===== src/icache_consts.svh =====
// geometry of the instruction cache
// derived widths assume 32-bit instructions and power-of-two sizes
// replacement logic assumes exactly two ways
`ifndef ICACHE_CONSTS_SVH
`define ICACHE_CONSTS_SVH

// base geometry
`define ICACHE_ADDR_W     32
`define ICACHE_SETS       16
`define ICACHE_WAYS       2
`define ICACHE_LINE_WORDS 4

// derived field widths
`define ICACHE_IDX_W  ($clog2(`ICACHE_SETS))
`define ICACHE_WORD_W ($clog2(`ICACHE_LINE_WORDS))
`define ICACHE_BYTE_W 2
`define ICACHE_WAY_W  ($clog2(`ICACHE_WAYS))
`define ICACHE_TAG_W  (`ICACHE_ADDR_W - `ICACHE_IDX_W - `ICACHE_WORD_W - `ICACHE_BYTE_W)

`endif


===== src/icache_addr_pkg.sv =====
// address field types for a physical, byte-addressed fetch port
// both address views overlay the same 32-bit word
`include "icache_consts.svh"

package icache_addr_pkg;

  typedef logic [`ICACHE_TAG_W-1:0]  tag_t;
  typedef logic [`ICACHE_IDX_W-1:0]  idx_t;
  typedef logic [`ICACHE_WORD_W-1:0] word_t;
  typedef logic [31:0]               instr_t;

  // normal fetch / hit-invalidate decoding
  typedef struct packed {
    tag_t                       tag;
    idx_t                       index;
    word_t                      word;
    logic [`ICACHE_BYTE_W-1:0]  byte_sel;
  } fetch_addr_t;

  // index-invalidate decoding, way sits in the lowest bits
  typedef struct packed {
    logic [`ICACHE_TAG_W-1:0]                                  upper;
    idx_t                                                      index;
    logic [`ICACHE_WORD_W+`ICACHE_BYTE_W-`ICACHE_WAY_W-1:0]    spare;
    logic [`ICACHE_WAY_W-1:0]                                  way;
  } maint_addr_t;

  typedef union packed {
    fetch_addr_t fetch;
    maint_addr_t maint;
  } icache_addr_u;

endpackage


===== src/icache_op_pkg.sv =====
// request operation codes and refill FSM states
// encoding 2'b11 is not a valid operation

package icache_op_pkg;

  // request operation
  typedef enum logic [1:0] {
    OP_FETCH   = 2'd0,
    OP_IDX_INV = 2'd1,
    OP_HIT_INV = 2'd2
  } icache_op_e;

  // memory side burst
  typedef enum logic [1:0] {
    RF_IDLE = 2'd0,
    RF_ADDR = 2'd1,
    RF_DATA = 2'd2
  } refill_state_e;

endpackage


===== src/icache_if.sv =====
// internal bundles between the cache submodules
// no clocks here, every sequential element lives in a module
`timescale 1ns/1ps
`include "icache_consts.svh"

// stage-1 contents plus the advance strobe going back
interface stage_if import icache_addr_pkg::*, icache_op_pkg::*; ();
  logic         s1_valid;
  icache_op_e   s1_op;
  icache_addr_u s1_addr;
  logic         s1_adef;
  logic         s1_advance;

  modport source (output s1_valid, s1_op, s1_addr, s1_adef, input s1_advance);
  modport sink   (input s1_valid, s1_op, s1_addr, s1_adef, output s1_advance);
endinterface

// tag/valid/data/replacement arrays
interface array_if import icache_addr_pkg::*; ();
  idx_t                                           rd_idx;
  logic [`ICACHE_WAYS-1:0]                        tag_we;
  logic [`ICACHE_WAYS-1:0]                        valid_we;
  idx_t                                           wr_idx;
  tag_t                                           wr_tag;
  instr_t [`ICACHE_LINE_WORDS-1:0]                wr_line;
  logic                                           wr_valid;
  logic                                           repl_we;
  logic [`ICACHE_WAY_W-1:0]                       repl_wdata;
  tag_t [`ICACHE_WAYS-1:0]                        rd_tag;
  logic [`ICACHE_WAYS-1:0]                        rd_valid;
  instr_t [`ICACHE_WAYS-1:0][`ICACHE_LINE_WORDS-1:0] rd_line;
  logic [`ICACHE_WAY_W-1:0]                       rd_repl;

  modport read_idx (output rd_idx);
  modport control (
    output tag_we, valid_we, wr_idx, wr_tag, wr_line, wr_valid, repl_we, repl_wdata,
    input  rd_tag, rd_valid, rd_line, rd_repl
  );
  modport storage (
    input  rd_idx, tag_we, valid_we, wr_idx, wr_tag, wr_line, wr_valid, repl_we, repl_wdata,
    output rd_tag, rd_valid, rd_line, rd_repl
  );
endinterface

// line refill request and returned line
interface refill_if import icache_addr_pkg::*; ();
  logic                            refill_start;
  icache_addr_u                    line_addr;
  logic                            refill_done;
  instr_t [`ICACHE_LINE_WORDS-1:0] line;

  modport requester (output refill_start, line_addr, input refill_done, line);
  modport responder (input refill_start, line_addr, output refill_done, line);
endinterface


===== src/icache_lookup.sv =====
// stage-1 tag compare, response and array write control
// purely combinational, state lives in the request stage and the arrays
// victim and replacement update assume two ways (next way = ~used way)
`timescale 1ns/1ps
`include "icache_consts.svh"

module icache_lookup
  import icache_addr_pkg::*, icache_op_pkg::*;
(
  input  logic         rsp_ready_i,
  output logic         rsp_valid_o,
  output instr_t       rsp_instr_o,
  output logic         rsp_adef_o,
  stage_if.sink        st,
  array_if.control     arr,
  refill_if.requester  rf
);

  logic [`ICACHE_WAYS-1:0]  match;
  logic [`ICACHE_WAY_W-1:0] hit_way;
  logic [`ICACHE_WAY_W-1:0] victim;
  logic                     hit;
  logic                     is_fetch;
  logic                     fetch_ok;
  logic                     complete;

  // ====================
  // tag compare
  // ====================
  always_comb begin
    hit_way = '0;
    for (int w = 0; w < `ICACHE_WAYS; w++) begin
      match[w] = arr.rd_valid[w] && (arr.rd_tag[w] == st.s1_addr.fetch.tag);
      if (match[w]) begin
        hit_way = w[`ICACHE_WAY_W-1:0];
      end
    end
  end

  assign hit      = |match;
  assign victim   = arr.rd_repl;
  assign is_fetch = (st.s1_op == OP_FETCH);
  assign fetch_ok = is_fetch && !st.s1_adef;

  // maintenance finishes at once, fetch on hit or address error
  assign complete      = !is_fetch || st.s1_adef || hit;
  assign rsp_valid_o   = st.s1_valid && complete;
  assign rsp_adef_o    = is_fetch && st.s1_adef;
  assign rsp_instr_o   = (fetch_ok && hit) ? arr.rd_line[hit_way][st.s1_addr.fetch.word] : '0;
  assign st.s1_advance = rsp_valid_o && rsp_ready_i;

  // held high until the refilled line reads back as a hit
  assign rf.refill_start = st.s1_valid && fetch_ok && !hit;
  assign rf.line_addr    = st.s1_addr;

  // ====================
  // array writes
  // ====================
  assign arr.wr_idx  = st.s1_addr.fetch.index;
  assign arr.wr_tag  = st.s1_addr.fetch.tag;
  assign arr.wr_line = rf.line;

  always_comb begin
    arr.tag_we     = '0;
    arr.valid_we   = '0;
    arr.wr_valid   = 1'b0;
    arr.repl_we    = 1'b0;
    arr.repl_wdata = ~hit_way;
    if (st.s1_valid) begin
      case (st.s1_op)
        OP_FETCH: begin
          if (rf.refill_done) begin
            arr.tag_we[victim]   = 1'b1;
            arr.valid_we[victim] = 1'b1;
            arr.wr_valid         = 1'b1;
            arr.repl_we          = 1'b1;
            arr.repl_wdata       = ~victim;
          end else if (fetch_ok && hit) begin
            arr.repl_we = 1'b1;
          end
        end
        // way comes from the low address bits
        OP_IDX_INV: arr.valid_we[st.s1_addr.maint.way] = 1'b1;
        OP_HIT_INV: arr.valid_we = match;
        default: ;
      endcase
    end
  end

endmodule


===== src/flat_wrapper.sv =====
// flat-port wrapper written by rule: the top's interface ports become plain ports
module icache_lookup_flat import icache_addr_pkg::*, icache_op_pkg::*;
  (rsp_ready_i, rsp_valid_o, rsp_instr_o, rsp_adef_o, st_s1_valid, st_s1_op, st_s1_addr, st_s1_adef, st_s1_advance, arr_tag_we, arr_valid_we, arr_wr_idx, arr_wr_tag, arr_wr_line, arr_wr_valid, arr_repl_we, arr_repl_wdata, arr_rd_tag, arr_rd_valid, arr_rd_line, arr_rd_repl, rf_refill_start, rf_line_addr, rf_refill_done, rf_line);
  stage_if st_i ();
  array_if arr_i ();
  refill_if rf_i ();
  input  logic rsp_ready_i;
  output logic rsp_valid_o;
  output instr_t rsp_instr_o;
  output logic rsp_adef_o;
  input wire logic [$bits(st_i.s1_valid)-1:0] st_s1_valid;
  input wire logic [$bits(st_i.s1_op)-1:0] st_s1_op;
  input wire logic [$bits(st_i.s1_addr)-1:0] st_s1_addr;
  input wire logic [$bits(st_i.s1_adef)-1:0] st_s1_adef;
  output wire logic [$bits(st_i.s1_advance)-1:0] st_s1_advance;
  output wire logic [$bits(arr_i.tag_we)-1:0] arr_tag_we;
  output wire logic [$bits(arr_i.valid_we)-1:0] arr_valid_we;
  output wire logic [$bits(arr_i.wr_idx)-1:0] arr_wr_idx;
  output wire logic [$bits(arr_i.wr_tag)-1:0] arr_wr_tag;
  output wire logic [$bits(arr_i.wr_line)-1:0] arr_wr_line;
  output wire logic [$bits(arr_i.wr_valid)-1:0] arr_wr_valid;
  output wire logic [$bits(arr_i.repl_we)-1:0] arr_repl_we;
  output wire logic [$bits(arr_i.repl_wdata)-1:0] arr_repl_wdata;
  input wire logic [$bits(arr_i.rd_tag)-1:0] arr_rd_tag;
  input wire logic [$bits(arr_i.rd_valid)-1:0] arr_rd_valid;
  input wire logic [$bits(arr_i.rd_line)-1:0] arr_rd_line;
  input wire logic [$bits(arr_i.rd_repl)-1:0] arr_rd_repl;
  output wire logic [$bits(rf_i.refill_start)-1:0] rf_refill_start;
  output wire logic [$bits(rf_i.line_addr)-1:0] rf_line_addr;
  input wire logic [$bits(rf_i.refill_done)-1:0] rf_refill_done;
  input wire logic [$bits(rf_i.line)-1:0] rf_line;
  assign st_i.s1_valid = st_s1_valid;
  assign st_i.s1_op = st_s1_op;
  assign st_i.s1_addr = st_s1_addr;
  assign st_i.s1_adef = st_s1_adef;
  assign st_s1_advance = st_i.s1_advance;
  assign arr_tag_we = arr_i.tag_we;
  assign arr_valid_we = arr_i.valid_we;
  assign arr_wr_idx = arr_i.wr_idx;
  assign arr_wr_tag = arr_i.wr_tag;
  assign arr_wr_line = arr_i.wr_line;
  assign arr_wr_valid = arr_i.wr_valid;
  assign arr_repl_we = arr_i.repl_we;
  assign arr_repl_wdata = arr_i.repl_wdata;
  assign arr_i.rd_tag = arr_rd_tag;
  assign arr_i.rd_valid = arr_rd_valid;
  assign arr_i.rd_line = arr_rd_line;
  assign arr_i.rd_repl = arr_rd_repl;
  assign rf_refill_start = rf_i.refill_start;
  assign rf_line_addr = rf_i.line_addr;
  assign rf_i.refill_done = rf_refill_done;
  assign rf_i.line = rf_line;
  icache_lookup u_core (.rsp_ready_i(rsp_ready_i), .rsp_valid_o(rsp_valid_o), .rsp_instr_o(rsp_instr_o), .rsp_adef_o(rsp_adef_o), .st(st_i), .arr(arr_i), .rf(rf_i));
endmodule

===== config.mk =====
export PLATFORM = sky130hd
export DESIGN_NAME = icache_lookup_flat
export DESIGN_NICKNAME = d
export VERILOG_FILES = /design/src/icache_addr_pkg.sv /design/src/icache_op_pkg.sv /design/src/icache_if.sv /design/src/icache_lookup.sv /design/src/flat_wrapper.sv
export VERILOG_INCLUDE_DIRS = /design/src
export SDC_FILE = /design/constraint.sdc
export NUM_CORES = 1
export LEC_CHECK = 0
export BUFFER_PORTS_ARGS = -buffer_cell sky130_fd_sc_hd__buf_2
export CORE_AREA = 2 2 273 275
export DETAILED_ROUTE_END_ITERATION = 8
export DIE_AREA = 0 0 275 277
export GPL_TIMING_DRIVEN = 0
export SLEW_MARGIN = 20
export SYNTH_ARGS = -nofsm -noshare
export SYNTH_HDL_FRONTEND = slang
export SYNTH_SLANG_ARGS = --single-unit

===== constraint.sdc =====
create_clock -name vclk -period 8.3
set_input_delay 1.66 -clock vclk [all_inputs]
set_output_delay 1.66 -clock vclk [all_outputs]
set_load 0.02 [all_outputs]

==> impl_results.md, run 1 <==
* Die Y at 277 µm
* Slew Viols, Final at 0
* Cell area after synthesis at 4593 µm²
* Iteration-0 DRC Markers at 147
* Worst hold path class: in -> out
* Via density at 3.028
* P per Cell Area at 45.00 nW/µm²
* Top sig layer: met5
* DR WL/cell at 16.80 µm
* Length of routed wiring on met1 at 14.13 mm
* Largest net degree at the start of global routing at 11
* Peak VDD IR at 0.01887 mV
* Synth cell types at 36
* Register area at 0 µm²
* Multi-input combinational cell area at 2977 µm²
* Setup tns final at 0 ns
* Seq Cell Count at 0
* Synth area leaders: buf_4 32%, mux2i_1 21%, a2111oi_2 8.8%, a22o_1 5.7%, a211oi_1 4.9%
* Input/output buffers at 571
* Leading area contributor after synthesis: buf_4
* Syn Nets at 1040
* Worst-margin pin slew at 1.081 ns
* Avg Inst Size Synth at 8.101 µm²
* Via Count at 6413
* Routed wire length at 35.58 mm
* # clk buffers at 0
* Yosys warns at 0
* Layout cells sized above 1 at 71.55%
* Pleak at 4.040 nW
* Compound-gate portion of the synthesized area at 21.82%
* Layout area overhead at 89.70%
* Final Critical Period at 6.988 ns
* DRC viols at 0
* Fin crit share at 84.20%
* Final #Nets at 1614
* Final core occ at 11.84%
* Initial core utilization at 6.243%
* Max cap viols at 0
* Startpoint Class: input port
* Max Clk Rate at 0.1431 GHz
* Total gr overflow at 0
* CP max FO at 10
* Post-synthesis mux area share at 21.36%
* First-pass GRT wire length at 44.93 mm
* Worst EP arrival at 5.33 ns
* RSZ-0062 raised after global routing: no
* Ports at 704
* Antenna violations before repair at 16
* Most common cell after layout, fill and taps aside: buf_2
* CP Capture Type: output port
* Core Region at 73570 µm²
* Commonest cells after routing, fill and taps aside: 575 x buf_2, 194 x buf_4, 98 x mux2i_1, 34 x nor2b_1
* Met3 wire length at 2.952 mm
* Outcome: completed
* Synth Area in XOR/XNOR at 9.153%
* Hold Fails Final Rpt at 0
* Met2 routed WL at 17.19 mm
* First-pass DRT Iterations at 4
* Hpwl dp at 31.56 mm
* Simple-Gate Fraction of Synth Area at 12.26%
* Fill count at 8539
* Tot GR Track Use at 8.411%
* Post-Synth Adder-Cell Area at 0%
* Post-cts resize count at 0
* Kind of critical path: in -> out
* Post-DRT Antenna Nets at 0
* Sequential-to-total area share from yosys stat at 0%
* Combinational family with the most area after synthesis: buffers and inverters
* Worst EP required at 6.64 ns
* Max_slew headroom at 27.92%
* CTS Hold Bufs at 0
* Global placer's final weighted congestion at 0.8723
* Syn Inst Count at 567
* Site row count at 100
* Die X at 275 µm
* Die ar. at 76180 µm²
* Vias in the first global route at 6081
* Setup violators final at 0
* Post-CTS Setup Bufs at 0
* Top-area cell type share of the netlist area at 31.71%
[cell families after synthesis]
logic type,count (synthesis)
xor gates and xnor gates,48
and+or+nand+nor,94
muxes,98
AOI/OAI and AO/OA,103
buffers and inverters,224
[worst max-delay path: stages]
cell and delay [ns]:
buf_2 0.14, xnor2_1 0.37, nand4_1 0.13, or4_1 0.55
nor4b_2 0.40, buf_4 0.32, buf_6 0.23, buf_6 0.22
mux2i_1 0.49, a22oi_1 0.34, and3_1 0.29, buf_2 0.15
[synth_stat cells, drive strengths merged (8+ instances only)]
| cell type | count |
|---|---|
| buf | 206 |
| nand2 | 9 |
| xor2 | 23 |
| nor2 | 8 |
| clkbuf | 16 |
| xnor2 | 25 |
| mux2i | 98 |
| a211oi | 30 |
| a22o | 30 |
| a2111oi | 30 |
| nor2b | 34 |
| nor4 | 9 |
[where the power goes]
part	internal [W]	switching (W)
sequential	0	0
combinational	0.000187	0.000205
clock	0.000000000162	0
total	0.000187	0.000205
[path summary, 6_finish.rpt]
path,startpoint,endpoint,slack [ns],cells after the start
setup / recovery,st_s1_addr[23],rsp_instr_o[28],1.31,12
hold / removal,rf_line[53],arr_wr_line[53],3.54,2
[metal layers]
layer / GRT usage [%] / up-vias
met5: 0 / -
met4: 3.299 / 6
met3: 1.257 / 44
met2: 14.88 / 446
met1: 10.09 / 2881
li1: - / 3036
[metrics by stage]
step / instance area, µm² / power, W / hold slack (ns) / std cells / setup slack (ns)
after floorplan: 4593 / 0.0002113 / 3.400 / 567 / 2.430
after detailed placement: 8688 / 0.0003965 / 3.537 / 2108 / 0.9238
final: 8713 / 0.0003921 / 3.537 / 2118 / 1.312
after CTS: 8688 / 0.0003981 / 3.538 / 2108 / 0.9193
after global placement: 8663 / 0.0003940 / 3.538 / 2107 / 0.1996
after global routing: 8711 / 0.0004222 / 3.539 / 2117 / 0.9346
[cell type report]
| class | count | area share (%) |
|---|---|---|
| buffer | 222 | 18.62 |
| tap | 969 | 13.91 |
| timing repair buffer | 572 | 32.93 |
| multi-input combinational | 343 | 34.16 |
| antenna | 10 | 0.2872 |
| inverter | 2 | 0.08616 |
(Power assumes the default switching activity.)
==> inputs of run 2 (changes only) <==
ABC_AREA = 1   (was not set)
CORE_AREA = 2 2 275 277   (was 2 2 273 275)
DIE_AREA = 0 0 277 279   (was 0 0 275 277)
clock period = 6.6 ns   (was 8.3 ns; I/O delays follow)
==> run 2 against run 1 <==
  * Synthesized area up 32%
  * Combinational power up 43%
  * Wire length up 38%
  * Cell count up 33%
  * Synthesized cell count up 120%
  * Global-route usage up 3.4 points
  * Highest routed layer unchanged
  * Via count up 50%
  * Sequential share of layout area unchanged
  * Total power up 43%
  * Utilization up 1.9 points
  * First-iteration DRC count rose to 2.9 times the previous value
  * Critical endpoint is now rsp_instr_o[29]
==> impl_results.md, run 2 <==
* Setup ws final at 0.8595 ns (was 1.312 ns)
* Final Critical Period at 5.740 ns
* Cell area after synthesis at 6058 µm² (was 4593 µm²)
* Peak VDD IR at 0.02292 mV (was 0.01887 mV)
* Tot GR Track Use at 11.82% (was 8.411%)
* Setup tns final at 0 ns (unchanged)
* P per Cell Area at 55.00 nW/µm² (was 45.00 nW/µm²)
* Pleak at 6.257 nW (was 4.040 nW)
* Register area at 0 µm² (unchanged)
* Max cap viols at 0 (unchanged)
* Inst Count DP at 2811 (was 2108)
* RSZ-0062 raised after global routing: no (unchanged)
* Ports at 704 (unchanged)
* Most frequent cell after synthesis: nand2_1 (was buf_4)
* Seq Cell Count at 0 (unchanged)
* Max_slew headroom at 22.37% (was 27.92%)
* Syn Nets at 1745 (was 1040)
* Max Clk Rate at 0.1742 GHz
* Die X at 277 µm (was 275 µm)
* Top-area cell type share of the netlist area at 23.79% (was 31.71%)
* Commonest cells after routing, fill and taps aside: 587 x buf_2, 336 x nand2_1, 225 x inv_1, 192 x buf_4, 174 x nor2_1 (was 575 x buf_2, 194 x buf_4, 98 x mux2i_1, 34 x nor2b_1)
* Synth area leaders: buf_4 24%, nand2_1 21%, nand3_1 14%, inv_1 14%, nor2_1 11% (was buf_4 32%, mux2i_1 21%, a2111oi_2 8.8%, a22o_1 5.7%, a211oi_1 4.9%)
* Sequential-to-total area share from yosys stat at 0% (unchanged)
* Core Region at 74070 µm² (was 73570 µm²)
* Via Count at 9593 (was 6413)
* Worst EP arrival at 4.42 ns (was 5.33 ns)
* Worst hold path class: in -> out (unchanged)
* Final cell count without fillers at 2827 (was 2118)
* Layout area overhead at 67.80% (was 89.70%)
* Worst-margin pin slew at 1.164 ns (was 1.081 ns)
* CTS Hold Bufs at 0 (unchanged)
* Syn Inst Count at 1272 (was 567)
* Pre-CTS WS at 0.7180 ns (was 0.9238 ns)
* Final #Nets at 2317 (was 1614)
* Most frequent cells after synthesis: 336 x nand2_1, 225 x inv_1, 192 x buf_4 (was 194 x buf_4, 98 x mux2i_1, 34 x nor2b_1)
* DRC viols at 0 (unchanged)
* Synth cell types at 28 (was 36)
* CP Capture Type: output port (unchanged)
* # clk buffers at 0 (unchanged)
* Routed wire length at 49.12 mm (was 35.58 mm)
* Slew Viols, Final at 0 (unchanged)
* Post-cts resize count at 0 (unchanged)
* Largest net degree at the start of global routing at 11 (unchanged)
* Fin crit share at 86.98%
* Most common cell after layout, fill and taps aside: buf_2 (unchanged)
* Leading area contributor after synthesis: buf_4 (unchanged)
* Worst EP required at 5.28 ns (was 6.64 ns)
* Site row count at 100 (unchanged)
* Setup violators final at 0 (unchanged)
* Yosys warns at 0 (unchanged)
* Post-DRT Antenna Nets at 0 (unchanged)
* Antenna violations before repair at 33 (was 16)
* Initial core utilization at 8.179% (was 6.243%)
* Layout cells sized above 1 at 43.92% (was 71.55%)
* DR WL/cell at 17.37 µm (was 16.80 µm)
* First-pass GRT wire length at 64.74 mm (was 44.93 mm)
* First-pass DRT Iterations at 5 (was 4)
* Avg Inst Size Synth at 4.763 µm² (was 8.101 µm²)
* Global placer's final weighted congestion at 0.9595 (was 0.8723)
* Startpoint Class: input port (unchanged)
* Hold Fails Final Rpt at 0 (unchanged)
* CP max FO at 11 (was 10)
* Post-CTS Setup Bufs at 0 (unchanged)
* Outcome: completed (unchanged)
* Via density at 3.393 (was 3.028)
* Die ar. at 77280 µm² (was 76180 µm²)
* Input/output buffers at 570 (was 571)
* Die Y at 279 µm (was 277 µm)
* Vias in the first global route at 8993 (was 6081)
* Total gr overflow at 0 (unchanged)
* Hpwl dp at 43.94 mm (was 31.56 mm)
* Fill count at 8830 (was 8539)
* Kind of critical path: in -> out (unchanged)
* Iteration-0 DRC Markers at 428 (was 147)
[run 2: cell types whose count changed after synthesis, sizes merged, moves of 24 or more]
cell,before,now
nand2,9,338
o21bai,0,31
nor2b,34,0
o21ai,2,40
xnor2,25,1
a211oi,30,0
a22o,30,0
nand3,4,173
mux2i,98,0
nor2,8,178
inv,2,240
a2111oi,30,0
[run 2: layout make-up]
class,count,area (µm²),area share (%)
buffer,243,1694,16.66
tap,969,1212,11.93
timing repair buffer,570,2853,28.06
antenna,16,40.04,0.3938
inverter,241,904.6,8.898
multi-input combinational,788,3462,34.06
[run 2: critical path: stages]
cell	delay, ns
buf_2	0.25
inv_2	0.06
nand2_1	0.09
nand2_1	0.07
inv_1	0.05
nand2_1	0.04
nor2_1	0.07
nand2_1	0.07
nor2_2	0.71
nand2_2	0.22
buf_6	0.26
buf_2	0.22
nor2_1	0.11
nor2_1	0.08
nor2_1	0.42
nor2_1	0.14
buf_2	0.19
[run 2: routing by layer]
layer	part of all wire [%]	wire length (µm)	GRT usage (%)	up-vias
met5	0.22	108	0	-
met4	4.6	2268	4.961	16
met3	7.4	3638	2.460	86
met2	45	22270	19.84	574
met1	42	20830	14.62	4133
li1	-	-	-	4784
[run 2: metrics by stage]
stage	total power, W	util [%]	cell area (µm²)	hold slack (ns)
floorplan	0.0003102	-	6058	2.720
detailed placement	0.0005628	13.67	10130	2.857
CTS	0.0005655	13.67	10130	2.858
global placement	0.0005625	13.67	10120	2.858
finish	0.0005591	13.72	10170	2.856
global route	0.0006116	13.70	10150	2.859
[run 2: path summary, 6_finish.rpt]
kind / slack, ns / startpoint / end / cells past startpoint
setup / recovery: 0.86 / st_s1_addr[8] / rsp_instr_o[29] / 17
hold / removal: 2.86 / rf_line[10] / arr_wr_line[10] / 2
[run 2: kinds of logic after synthesis]
family,count (synthesis),synth area share (%)
AO/OA/AOI/OAI,79,7.951
XOR/XNOR,10,1.446
buffers and inverters,484,42.85
AND/OR/NAND/NOR,699,47.75
[run 2: power breakdown]
| group | total (W) | switching, W | internal [W] |
|---|---|---|---|
| clock network | 0.000000000335 | 0 | 0.000000000335 |
| logic | 0.000559 | 0.000314 | 0.000246 |
| registers | 0 | 0 | 0 |
